### src/cache_pkg.sv
package cache_pkg;

	// Address field widths
	localparam int tag_bits = 6;
	localparam int index_bits = 6;
	localparam int word_bits = 3;

	// Cache geometry, two ways of this shape per cache
	localparam int sets = 64;
	localparam int words_per_block = 8;

	// Byte address as seen by both ports
	// Bit 0 selects a byte and is ignored, all accesses are whole words
	typedef struct packed {
		logic [tag_bits-1:0]   tag;
		logic [index_bits-1:0] index;
		logic [word_bits-1:0]  word;
		logic                  byte_sel;
	} cache_addr_t;

	// Stored metadata of one way in one set
	typedef struct packed {
		logic [tag_bits-1:0] tag;
		logic                valid;
	} meta_t;

	// One request from the memory stage
	// Core holds it steady while m_stall is high
	typedef struct packed {
		logic        read;
		logic        write;
		cache_addr_t addr;
		logic [15:0] wdata;
	} data_req_t;

	// One returning block word steered to the array being filled
	typedef struct packed {
		logic                 we;
		logic [word_bits-1:0] word;
		logic [15:0]          data;
	} fill_t;

endpackage

### src/cache_fill_fsm.sv
module cache_fill_fsm (
	input  logic                   clk,
	input  logic                   rst_n,
	input  logic                   instr_miss,
	input  logic                   data_miss,
	input  cache_pkg::cache_addr_t instr_base,
	input  cache_pkg::cache_addr_t data_base,
	input  logic                   mem_valid,
	input  logic [15:0]            mem_rdata,
	output logic                   busy,
	output logic                   mem_read,
	output cache_pkg::cache_addr_t mem_addr,
	output logic                   instr_fill_start,
	output logic                   data_fill_start,
	output cache_pkg::fill_t       instr_fill,
	output cache_pkg::fill_t       data_fill,
	output logic                   instr_write_tag,
	output logic                   data_write_tag
);

	localparam logic [1:0] st_idle = 2'd0;
	localparam logic [1:0] st_request = 2'd1;
	localparam logic [1:0] st_drain = 2'd2;
	localparam logic [1:0] st_tag = 2'd3;

	// Block size is a power of two, so the last word is all ones
	localparam logic [cache_pkg::word_bits-1:0] last_word = '1;

	logic [1:0]                      state;
	// 0 fills the instruction cache, 1 the data cache
	logic                            fill_side;
	cache_pkg::cache_addr_t          base;
	// Reads issued and words returned
	logic [cache_pkg::word_bits-1:0] req_cnt;
	logic [cache_pkg::word_bits-1:0] beat_cnt;
	logic                            start;
	logic                            beat;

	assign busy = (state != st_idle);

	// Instruction miss wins when both are present
	assign start = (state == st_idle) && (instr_miss || data_miss);
	assign instr_fill_start = (state == st_idle) && instr_miss;
	assign data_fill_start = (state == st_idle) && !instr_miss && data_miss;

	// One read per cycle, word 0 first
	assign mem_read = (state == st_request);
	assign mem_addr = '{tag: base.tag, index: base.index, word: req_cnt, byte_sel: 1'b0};

	// Returning words arrive in request order
	assign beat = mem_valid && busy;
	assign instr_fill = '{we: beat && !fill_side, word: beat_cnt, data: mem_rdata};
	assign data_fill = '{we: beat && fill_side, word: beat_cnt, data: mem_rdata};

	assign instr_write_tag = (state == st_tag) && !fill_side;
	assign data_write_tag = (state == st_tag) && fill_side;

	always_ff @(posedge clk) begin
		if (!rst_n) begin
			state <= st_idle;
			fill_side <= 1'b0;
			req_cnt <= '0;
			beat_cnt <= '0;
		end else begin
			if (beat)
				beat_cnt <= beat_cnt + 1'b1;
			case (state)
				st_idle: begin
					if (start) begin
						state <= st_request;
						fill_side <= !instr_miss;
						req_cnt <= '0;
						beat_cnt <= '0;
					end
				end
				st_request: begin
					req_cnt <= req_cnt + 1'b1;
					if (req_cnt == last_word)
						state <= st_drain;
				end
				// Wait out the memory latency for the last words
				st_drain: begin
					if (mem_valid && beat_cnt == last_word)
						state <= st_tag;
				end
				st_tag: state <= st_idle;
				default: state <= st_idle;
			endcase
		end
	end

	// Block base of the side being filled
	always_ff @(posedge clk) begin
		if (start)
			base <= instr_miss ? instr_base : data_base;
	end

	// Memory only answers reads this FSM issued
	a_valid_not_idle: assert property (@(posedge clk) disable iff (!rst_n)
		mem_valid |-> busy)
		else $error("memory data_valid while fill FSM idle");

endmodule

### config.mk
export PLATFORM = sky130hd
export DESIGN_NAME = cache_fill_fsm
export DESIGN_NICKNAME = d
export VERILOG_FILES = /design/src/cache_pkg.sv /design/src/cache_fill_fsm.sv
export SDC_FILE = /design/constraint.sdc
export NUM_CORES = 1
export LEC_CHECK = 0
export CAP_MARGIN = 20
export CELL_PAD_IN_SITES_DETAIL_PLACEMENT = 0
export CELL_PAD_IN_SITES_GLOBAL_PLACEMENT = 1
export CORE_MARGIN = 1
export CORE_UTILIZATION = 42
export DETAILED_ROUTE_END_ITERATION = 6
export DONT_BUFFER_PORTS = 1
export GPL_TIMING_DRIVEN = 0
export HOLD_SLACK_MARGIN = 0.06
export PLACE_DENSITY = 0.87
export SLEW_MARGIN = 10
export SYNTH_ARGS = -nofsm -noshare
export SYNTH_HDL_FRONTEND = slang
export SYNTH_SLANG_ARGS = --single-unit
### constraint.sdc
create_clock -name clk -period 1.75 [get_ports clk]
set_input_delay 0.175 -clock clk [delete_from_list [all_inputs] [get_ports clk]]
set_output_delay 0.175 -clock clk [all_outputs]
set_load 0.03 [all_outputs]
==> results of run 1 <==
## metal layers
metal  share of wire (%)  routed length [µm]  up-vias
met5                   0                   0        -
met4                0.83                  18        0
met3                  11                 240        2
met2                  51                1110       69
met1                  37                 793      388
li1                    -                   -      408
## area by class of cell
cell class              instances  area (µm²)
clock buffers                   3        22.5
plain buffers                  39         289
inverters                       6        25.0
well taps                      44        55.1
fillers                       300        1550
clock inverters                 1        5.00
repair buffers                  4        40.0
flip-flops and latches         21         543
multi-input cells              62         527
## power by group through the flow
stage / registers [mW] / clock network, mW / logic (mW)
final: 0.993 / 0.221 / 0.721
after global routing: 1.02 / 0.252 / 0.780
after CTS: 0.992 / 0.235 / 0.708
after detailed placement: 1.00 / 0 / 0.667
after global placement: 0.995 / 0 / 0.647
after floorplan: 0.981 / 0 / 0.581
## kinds of logic after synthesis
kind of cell / after synthesis / share of synthesized area, %
AO/OA/AOI/OAI: 9 / 4.93
XOR/XNOR: 1 / 0.652
adder cells (fa/ha/maj): 9 / 8.38
buffers and inverters: 45 / 23.2
flip-flops: 21 / 40.2
multiplexers: 16 / 13.0
other: 1 / 0.279
AND/OR/NAND/NOR: 26 / 9.31
## Yosys cell counts, drive strengths merged
cell    count
buf        38
edfxtp     12
mux2       12
nand2      12
dfxtp       9
ha          9
nor2        6
inv         5
mux2i       4
o21ai       3
o22ai       3
a21oi       2
and2        2
nand2b      2
nor3b       2
a221oi      1
and3        1
clkbuf      1
clkinv      1
conb        1
nor2b       1
xor2        1
## worst max path at each step
stage | startpoint | endpoint | slack (ns) | depth (start not counted)
detailed placement | state[0]$_SDFFE_PN0P_ | data_fill_start | -0.14 | 4
global placement | state[0]$_SDFFE_PN0P_ | data_fill_start | -0.13 | 4
CTS | state[0]$_SDFFE_PN0P_ | instr_fill[19] | 0.01 | 4
global route | state[0]$_SDFFE_PN0P_ | data_fill_start | 0.03 | 4
floorplan | state[0]$_SDFFE_PN0P_ | data_fill_start | 0.05 | 4
finish | state[0]$_SDFFE_PN0P_ | data_fill_start | 0.11 | 4
## repair_timing
item                                    CTS  global route
gates resized for setup                   8             3
pin swaps                                 2             2
endpoints found under the hold margin     3             1
hold buffers                              2             2
endpoints found under the setup margin    3             3
## state kept, by name, indices dropped and copies added (netlist names)
name	count
mem_addr	12
beat_cnt	3
req_cnt	3
state	2
fill_side	1
==> out/metrics.csv, run 1 <==
stage,metric,value,unit
outcome,status,"complete, no violations",
grt,vias in the first global route,735,
drt,DRT iter0 DRCs,16,
clocking,post-CTS setup buffers,0,
setup_path,slowest CP cell,nor3b_4,
die,initial core utilization,44.0,%
setup_path,element type at the critical path end,output pin,
setup_path,RR Startpoint,req_cnt[0]$_SDFFE_PN0P_,
cells_and_area,synthesis-to-finish area growth,12.1,%
min_path,hold wc startpoint,data_base[7],
cells_and_area,layout cell share with drive strength beyond 1,40.4,%
grt,total track usage,11.4,%
placement,DP Worst Slack,-0.143,ns
setup_path,cells on worst reg2reg path,5,
grt,largest net degree at the start of global routing,14,
placement,DP Cell Count,172,
cells_and_area,# diodes,0,
pwr,sw frac,46.5,%
cells_and_area,post-route non-filler standard cell count,180,
synth,Netlist cell types,25,
grt,GR Layer Usage met3,3.52,%
pwr,PwrDens,1290,nW/µm²
timing,Final setup viols,0,
pwr,Worst IR Drop VDD,0.000314,V
pwr,Reg power frac,51.3,%
placement,I/O Buffers,0,
pwr,Pint,1.04,mW
die,total core area,3050,µm²
grt,overflow left after global routing,0,
synth,Mapped Nets,190,
clocking,total clock sinks,21,
synth,Synth top area share,26.8,%
pwr,Final Total Pwr,1.94,mW
setup_path,"Largest stage delay, worst path",0.38,ns
clocking,CTS Buffer Depth,2,
synth,"Cell Area, Synth",1340,µm²
timing,Worst slew margin,61.8,%
grt,GR Util met2,22.5,%
timing,Setup TNS,0,ns
cells_and_area,"most common cell after layout, fill and taps aside",buf_4,
die,DIE WIDTH,58.6,µm
die,die area,3430,µm²
min_path,hold-critical path endpoint,mem_addr[7]$_DFFE_PP_,
drt,post-DR vias/cell,4.82,
pwr,Pleak,0.671,nW
setup_path,CP startpoint kind,register,
timing,RSZ-0062 raised after global routing,false,
timing,fin worst setup slack,0.114,ns
setup_path,CP cell instances,inv_1 > ha_4 > inv_4 > nor3b_4,
clocking,CTS Root Cell,clkbuf_4,
pwr,Combinational Power Share,37.3,%
clocking,"Reg clk slew, reported paths",0.11,ns
synth,Ys Warns,0,
setup_path,Worst Setup Path Type,register to output pin,
cells_and_area,final core occ,49.3,%
min_path,Min-Delay Path Depth,1,
synth,largest cells by area after synthesis,"edfxtp_1 27%, buf_4 21%, dfxtp_1 13%",
clocking,CTS tree,built,
synth,post-synthesis register bit count,21,
setup_path,Arrival @ worst endpoint,1.46,ns
die,IO Pins,115,
setup_path,FF-to-FF End,state[0]$_SDFFE_PN0P_,
grt,gr busiest metal,met2,
drt,DRC viols,0,
synth,Synth Area per Inst,10.5,µm²
timing,max-slew violation count,0,
setup_path,Critical Path Fanout Max,6,
cells_and_area,fin area,1510,µm²
drt,routed len/inst,12.0,µm
die,num rows,20,
drt,Vias,867,
timing,period utilization,93.5,%
die,die height,58.6,µm
grt,M1 GR Usage,11.0,%
placement,Final Wtd Congestion,0.668,
timing,Worst-Margin Slew,0.572,ns
drt,Total Routed Length,2170,µm
timing,Fin Clk Skew,0.00689,ns
timing,FMAX,611,MHz
clocking,Worst-Skew Late Latency,0.30,ns
timing,Final Hold Viols,0,
synth,sequential area share after synthesis,40.2,%
cells_and_area,nets,199,
synth,Synth Instances,128,
job,max_cap viols,0,
clocking,htree depth,1,
cells_and_area,most frequent cells in the layout,"38 x buf_4, 12 x mux2_1, 12 x nand2_1, 12 x edfxtp_1, 8 x ha_1",
setup_path,Buf/Inv on CP,2,
drt,Final ANT Viol Nets,0,
setup_path,Top delay family on crit path,simple AND/OR/NAND/NOR gates,
placement,Placed Area,1400,µm²
pwr,clock share of power,11.4,%
clocking,Num CTS Buffers,3,
drt,Pre-Repair DR Iteration Count,2,
timing,minimum clock period,1.64,ns
setup_path,reg-to-reg setup timing slack,0.12,ns
grt,first-pass GRT wire length,3010,µm
grt,initial antenna violation count,0,
placement,HPWL Detailed,1830,µm
setup_path,Worst Path Required,1.57,ns
synth,biggest area consumer among synthesized cells,edfxtp_1,
min_path,hold crit path type,input port to register,
timing,Fin Hold WS,0.0716,ns
pwr,Psw,0.901,mW
Note: power is estimated with default switching activity, not from simulation.
==> run 2, diff against run 1 <==
- SETUP_SLACK_MARGIN: unset -> 0.3
- SKIP_LAST_GASP: unset -> 1
==> run 2 against run 1 <==
Compared with the run above:
- cell area grew 6.9%
- cell count grew 3.3%
- highest routed layer unchanged
- critical path type unchanged
- hold slack lost 0.0032 ns
==> out/metrics.csv, run 2 (same netlist as run 1, synthesis figures left out) <==
stage,metric,value,unit,change
outcome,status,"complete, no violations",,unchanged
pwr,Psw,0.939,mW,was 0.901 mW
timing,period utilization,87.2,%,was 93.5%
pwr,clock share of power,10.5,%,was 11.4%
die,IO Pins,115,,unchanged
cells_and_area,Largest register FFs,12,,unchanged
cells_and_area,# fillers,276,,was 300
placement,Final Wtd Congestion,0.630,,was 0.668
grt,largest net degree at the start of global routing,14,,unchanged
pwr,Worst IR Drop VDD,0.000334,V,was 0.000314 V
setup_path,RR Startpoint,state[1]$_SDFFE_PN0P_,,was req_cnt[0]$_SDFFE_PN0P_
cells_and_area,"most common cell after layout, fill and taps aside",buf_4,,unchanged
grt,vias in the first global route,794,,was 735
setup_path,element type at the critical path end,output pin,,unchanged
timing,max-slew violation count,0,,unchanged
cells_and_area,final core occ,52.7,%,was 49.3%
clocking,Worst-Skew Late Latency,0.30,ns,about the same
timing,Worst slew margin,65.3,%,was 61.8%
clocking,htree depth,1,,unchanged
timing,Fin Hold WS,0.0684,ns,was 0.0716 ns
setup_path,CP startpoint kind,register,,unchanged
grt,initial antenna violation count,0,,unchanged
setup_path,Critical Path Fanout Max,5,,was 6
placement,Placed Area,1410,µm²,was 1400 µm²
setup_path,Worst Setup Path Type,register to output pin,,unchanged
pwr,Combinational Power Share,41.5,%,was 37.3%
cells_and_area,nets,205,,was 199
pwr,PwrDens,1310,nW/µm²,was 1290 nW/µm²
die,total core area,3050,µm²,unchanged
placement,DP Cell Count,172,,unchanged
cells_and_area,fin area,1610,µm²,was 1510 µm²
cells_and_area,synthesis-to-finish area growth,19.8,%,was 12.1%
drt,post-DR vias/cell,4.78,,was 4.82
cells_and_area,most frequent cells in the layout,"43 x buf_4, 12 x mux2_1, 12 x nand2_1, 12 x edfxtp_1, 8 x ha_1",,"was 38 x buf_4, 12 x mux2_1, 12 x nand2_1, 12 x edfxtp_1, 8 x ha_1"
setup_path,Worst Path Required,1.57,ns,about the same
grt,total track usage,12.7,%,was 11.4%
drt,Final ANT Viol Nets,0,,unchanged
clocking,Num CTS Buffers,3,,unchanged
die,die area,3430,µm²,unchanged
grt,first-pass GRT wire length,3240,µm,was 3010 µm
setup_path,reg-to-reg setup timing slack,0.28,ns,was 0.12 ns
clocking,CTS Buffer Depth,2,,unchanged
drt,Pre-Repair DR Iteration Count,4,,was 2
die,die height,58.6,µm,unchanged
setup_path,Arrival @ worst endpoint,1.35,ns,was 1.46 ns
placement,I/O Buffers,0,,unchanged
pwr,sw frac,44.5,%,was 46.5%
job,max_cap viols,0,,unchanged
cells_and_area,# diodes,0,,unchanged
timing,Setup TNS,0,ns,unchanged
die,initial core utilization,44.0,%,unchanged
pwr,Pint,1.17,mW,was 1.04 mW
min_path,hold crit path type,input port to register,,unchanged
setup_path,cells on worst reg2reg path,5,,unchanged
setup_path,CP Launch Point,state[0]$_SDFFE_PN0P_,,unchanged
drt,DRT iter0 DRCs,18,,was 16
setup_path,FF-to-FF End,req_cnt[1]$_SDFFE_PN0P_,,was state[0]$_SDFFE_PN0P_
drt,routed len/inst,12.5,µm,was 12.0 µm
cells_and_area,layout cell share with drive strength beyond 1,48.6,%,was 40.4%
timing,Final Hold Viols,0,,unchanged
timing,RSZ-0062 raised after global routing,true,,was false
clocking,total clock sinks,21,,unchanged
timing,Final setup viols,0,,unchanged
setup_path,Setup crit end,data_fill_start,,unchanged
drt,Total Routed Length,2330,µm,was 2170 µm
pwr,Reg power frac,47.9,%,was 51.3%
drt,Vias,890,,was 867
timing,minimum clock period,1.53,ns,was 1.64 ns
pwr,Pleak,0.717,nW,was 0.671 nW
clocking,CTS Root Cell,clkbuf_4,,unchanged
clocking,CTS tree,built,,unchanged
grt,overflow left after global routing,0,,unchanged
placement,HPWL Detailed,1820,µm,was 1830 µm
die,DIE WIDTH,58.6,µm,unchanged
timing,Worst-Margin Slew,0.521,ns,was 0.572 ns
die,num rows,20,,unchanged
timing,Fin Clk Skew,0.0112,ns,was 0.00689 ns
timing,FMAX,655,MHz,was 611 MHz
cells_and_area,post-route non-filler standard cell count,186,,was 180
clocking,"Reg clk slew, reported paths",0.11,ns,about the same
drt,DRC viols,0,,unchanged
run 2: changes by cell type in the layout (fill, tap and decap cells not counted), moves of 2 or more:
cell and delta:
dfxtp_4 +5, dfxtp_1 -5, buf_4 +5, inv_1 -2
run 2: power groups by stage:
stage	clock network (mW)	logic, mW	registers, mW
6_report	0.222	0.875	1.01
5_1_grt	0.253	0.952	1.03
4_1_cts	0.231	0.806	1.01
3_5_place_dp	0	0.666	1.01
3_3_place_gp	0	0.650	1.00
2_1_floorplan	0	0.587	0.986
run 2: through the flow:
step	worst slack, ns	total power, mW
2_1_floorplan	0.337	1.57
3_3_place_gp	0.210	1.65
6_report	0.224	2.11
4_1_cts	0.187	2.05
3_5_place_dp	0.146	1.67
5_1_grt	0.148	2.24
run 2: metal layers:
layer	track usage [%]	vias to the layer above	wire length, µm
li1	-	420	-
met1	12.1	401	804
met2	25.3	67	1290
met3	2.20	2	213
met4	7.14	0	22
met5	0	-	0
run 2: worst min path at each step:
stage	from	end	slack, ns	cells past startpoint
after floorplan	data_miss	fill_side$_SDFFE_PN0P_	0.32	2
after global placement	data_miss	fill_side$_SDFFE_PN0P_	0.33	2
after detailed placement	data_miss	fill_side$_SDFFE_PN0P_	0.34	2
after CTS	data_base[13]	mem_addr[13]$_DFFE_PP_	0.06	1
after global routing	data_base[8]	mem_addr[8]$_DFFE_PP_	0.06	1
final	data_base[13]	mem_addr[13]$_DFFE_PP_	0.07	1
run 2: worst max-delay path, stage by stage (launching register included):
cell and delay, ns:
dfxtp_4 0.38, inv_4 0.07, ha_4 0.18, inv_6 0.06
nor3b_4 0.37
run 2: repair_timing:
action | CTS | global route
endpoints found under the hold margin | 3 | 1
pin swaps | 3 | 4
resized for setup | 19 | 6
hold buffers | 2 | 2
setup buffers | 2 | 4
setup endpoints to repair | 23 | 9
run 2: cell type report:
cell class              instances  area (µm²)  area share, %
flip-flops and latches         21         562           34.9
clock buffers                   4        26.3           1.63
multi-input cells              62         548           34.0
well taps                      44        55.1           3.42
repair buffers                 10        97.6           6.06
plain buffers                  39         289           17.9
inverters                       6        32.5           2.02
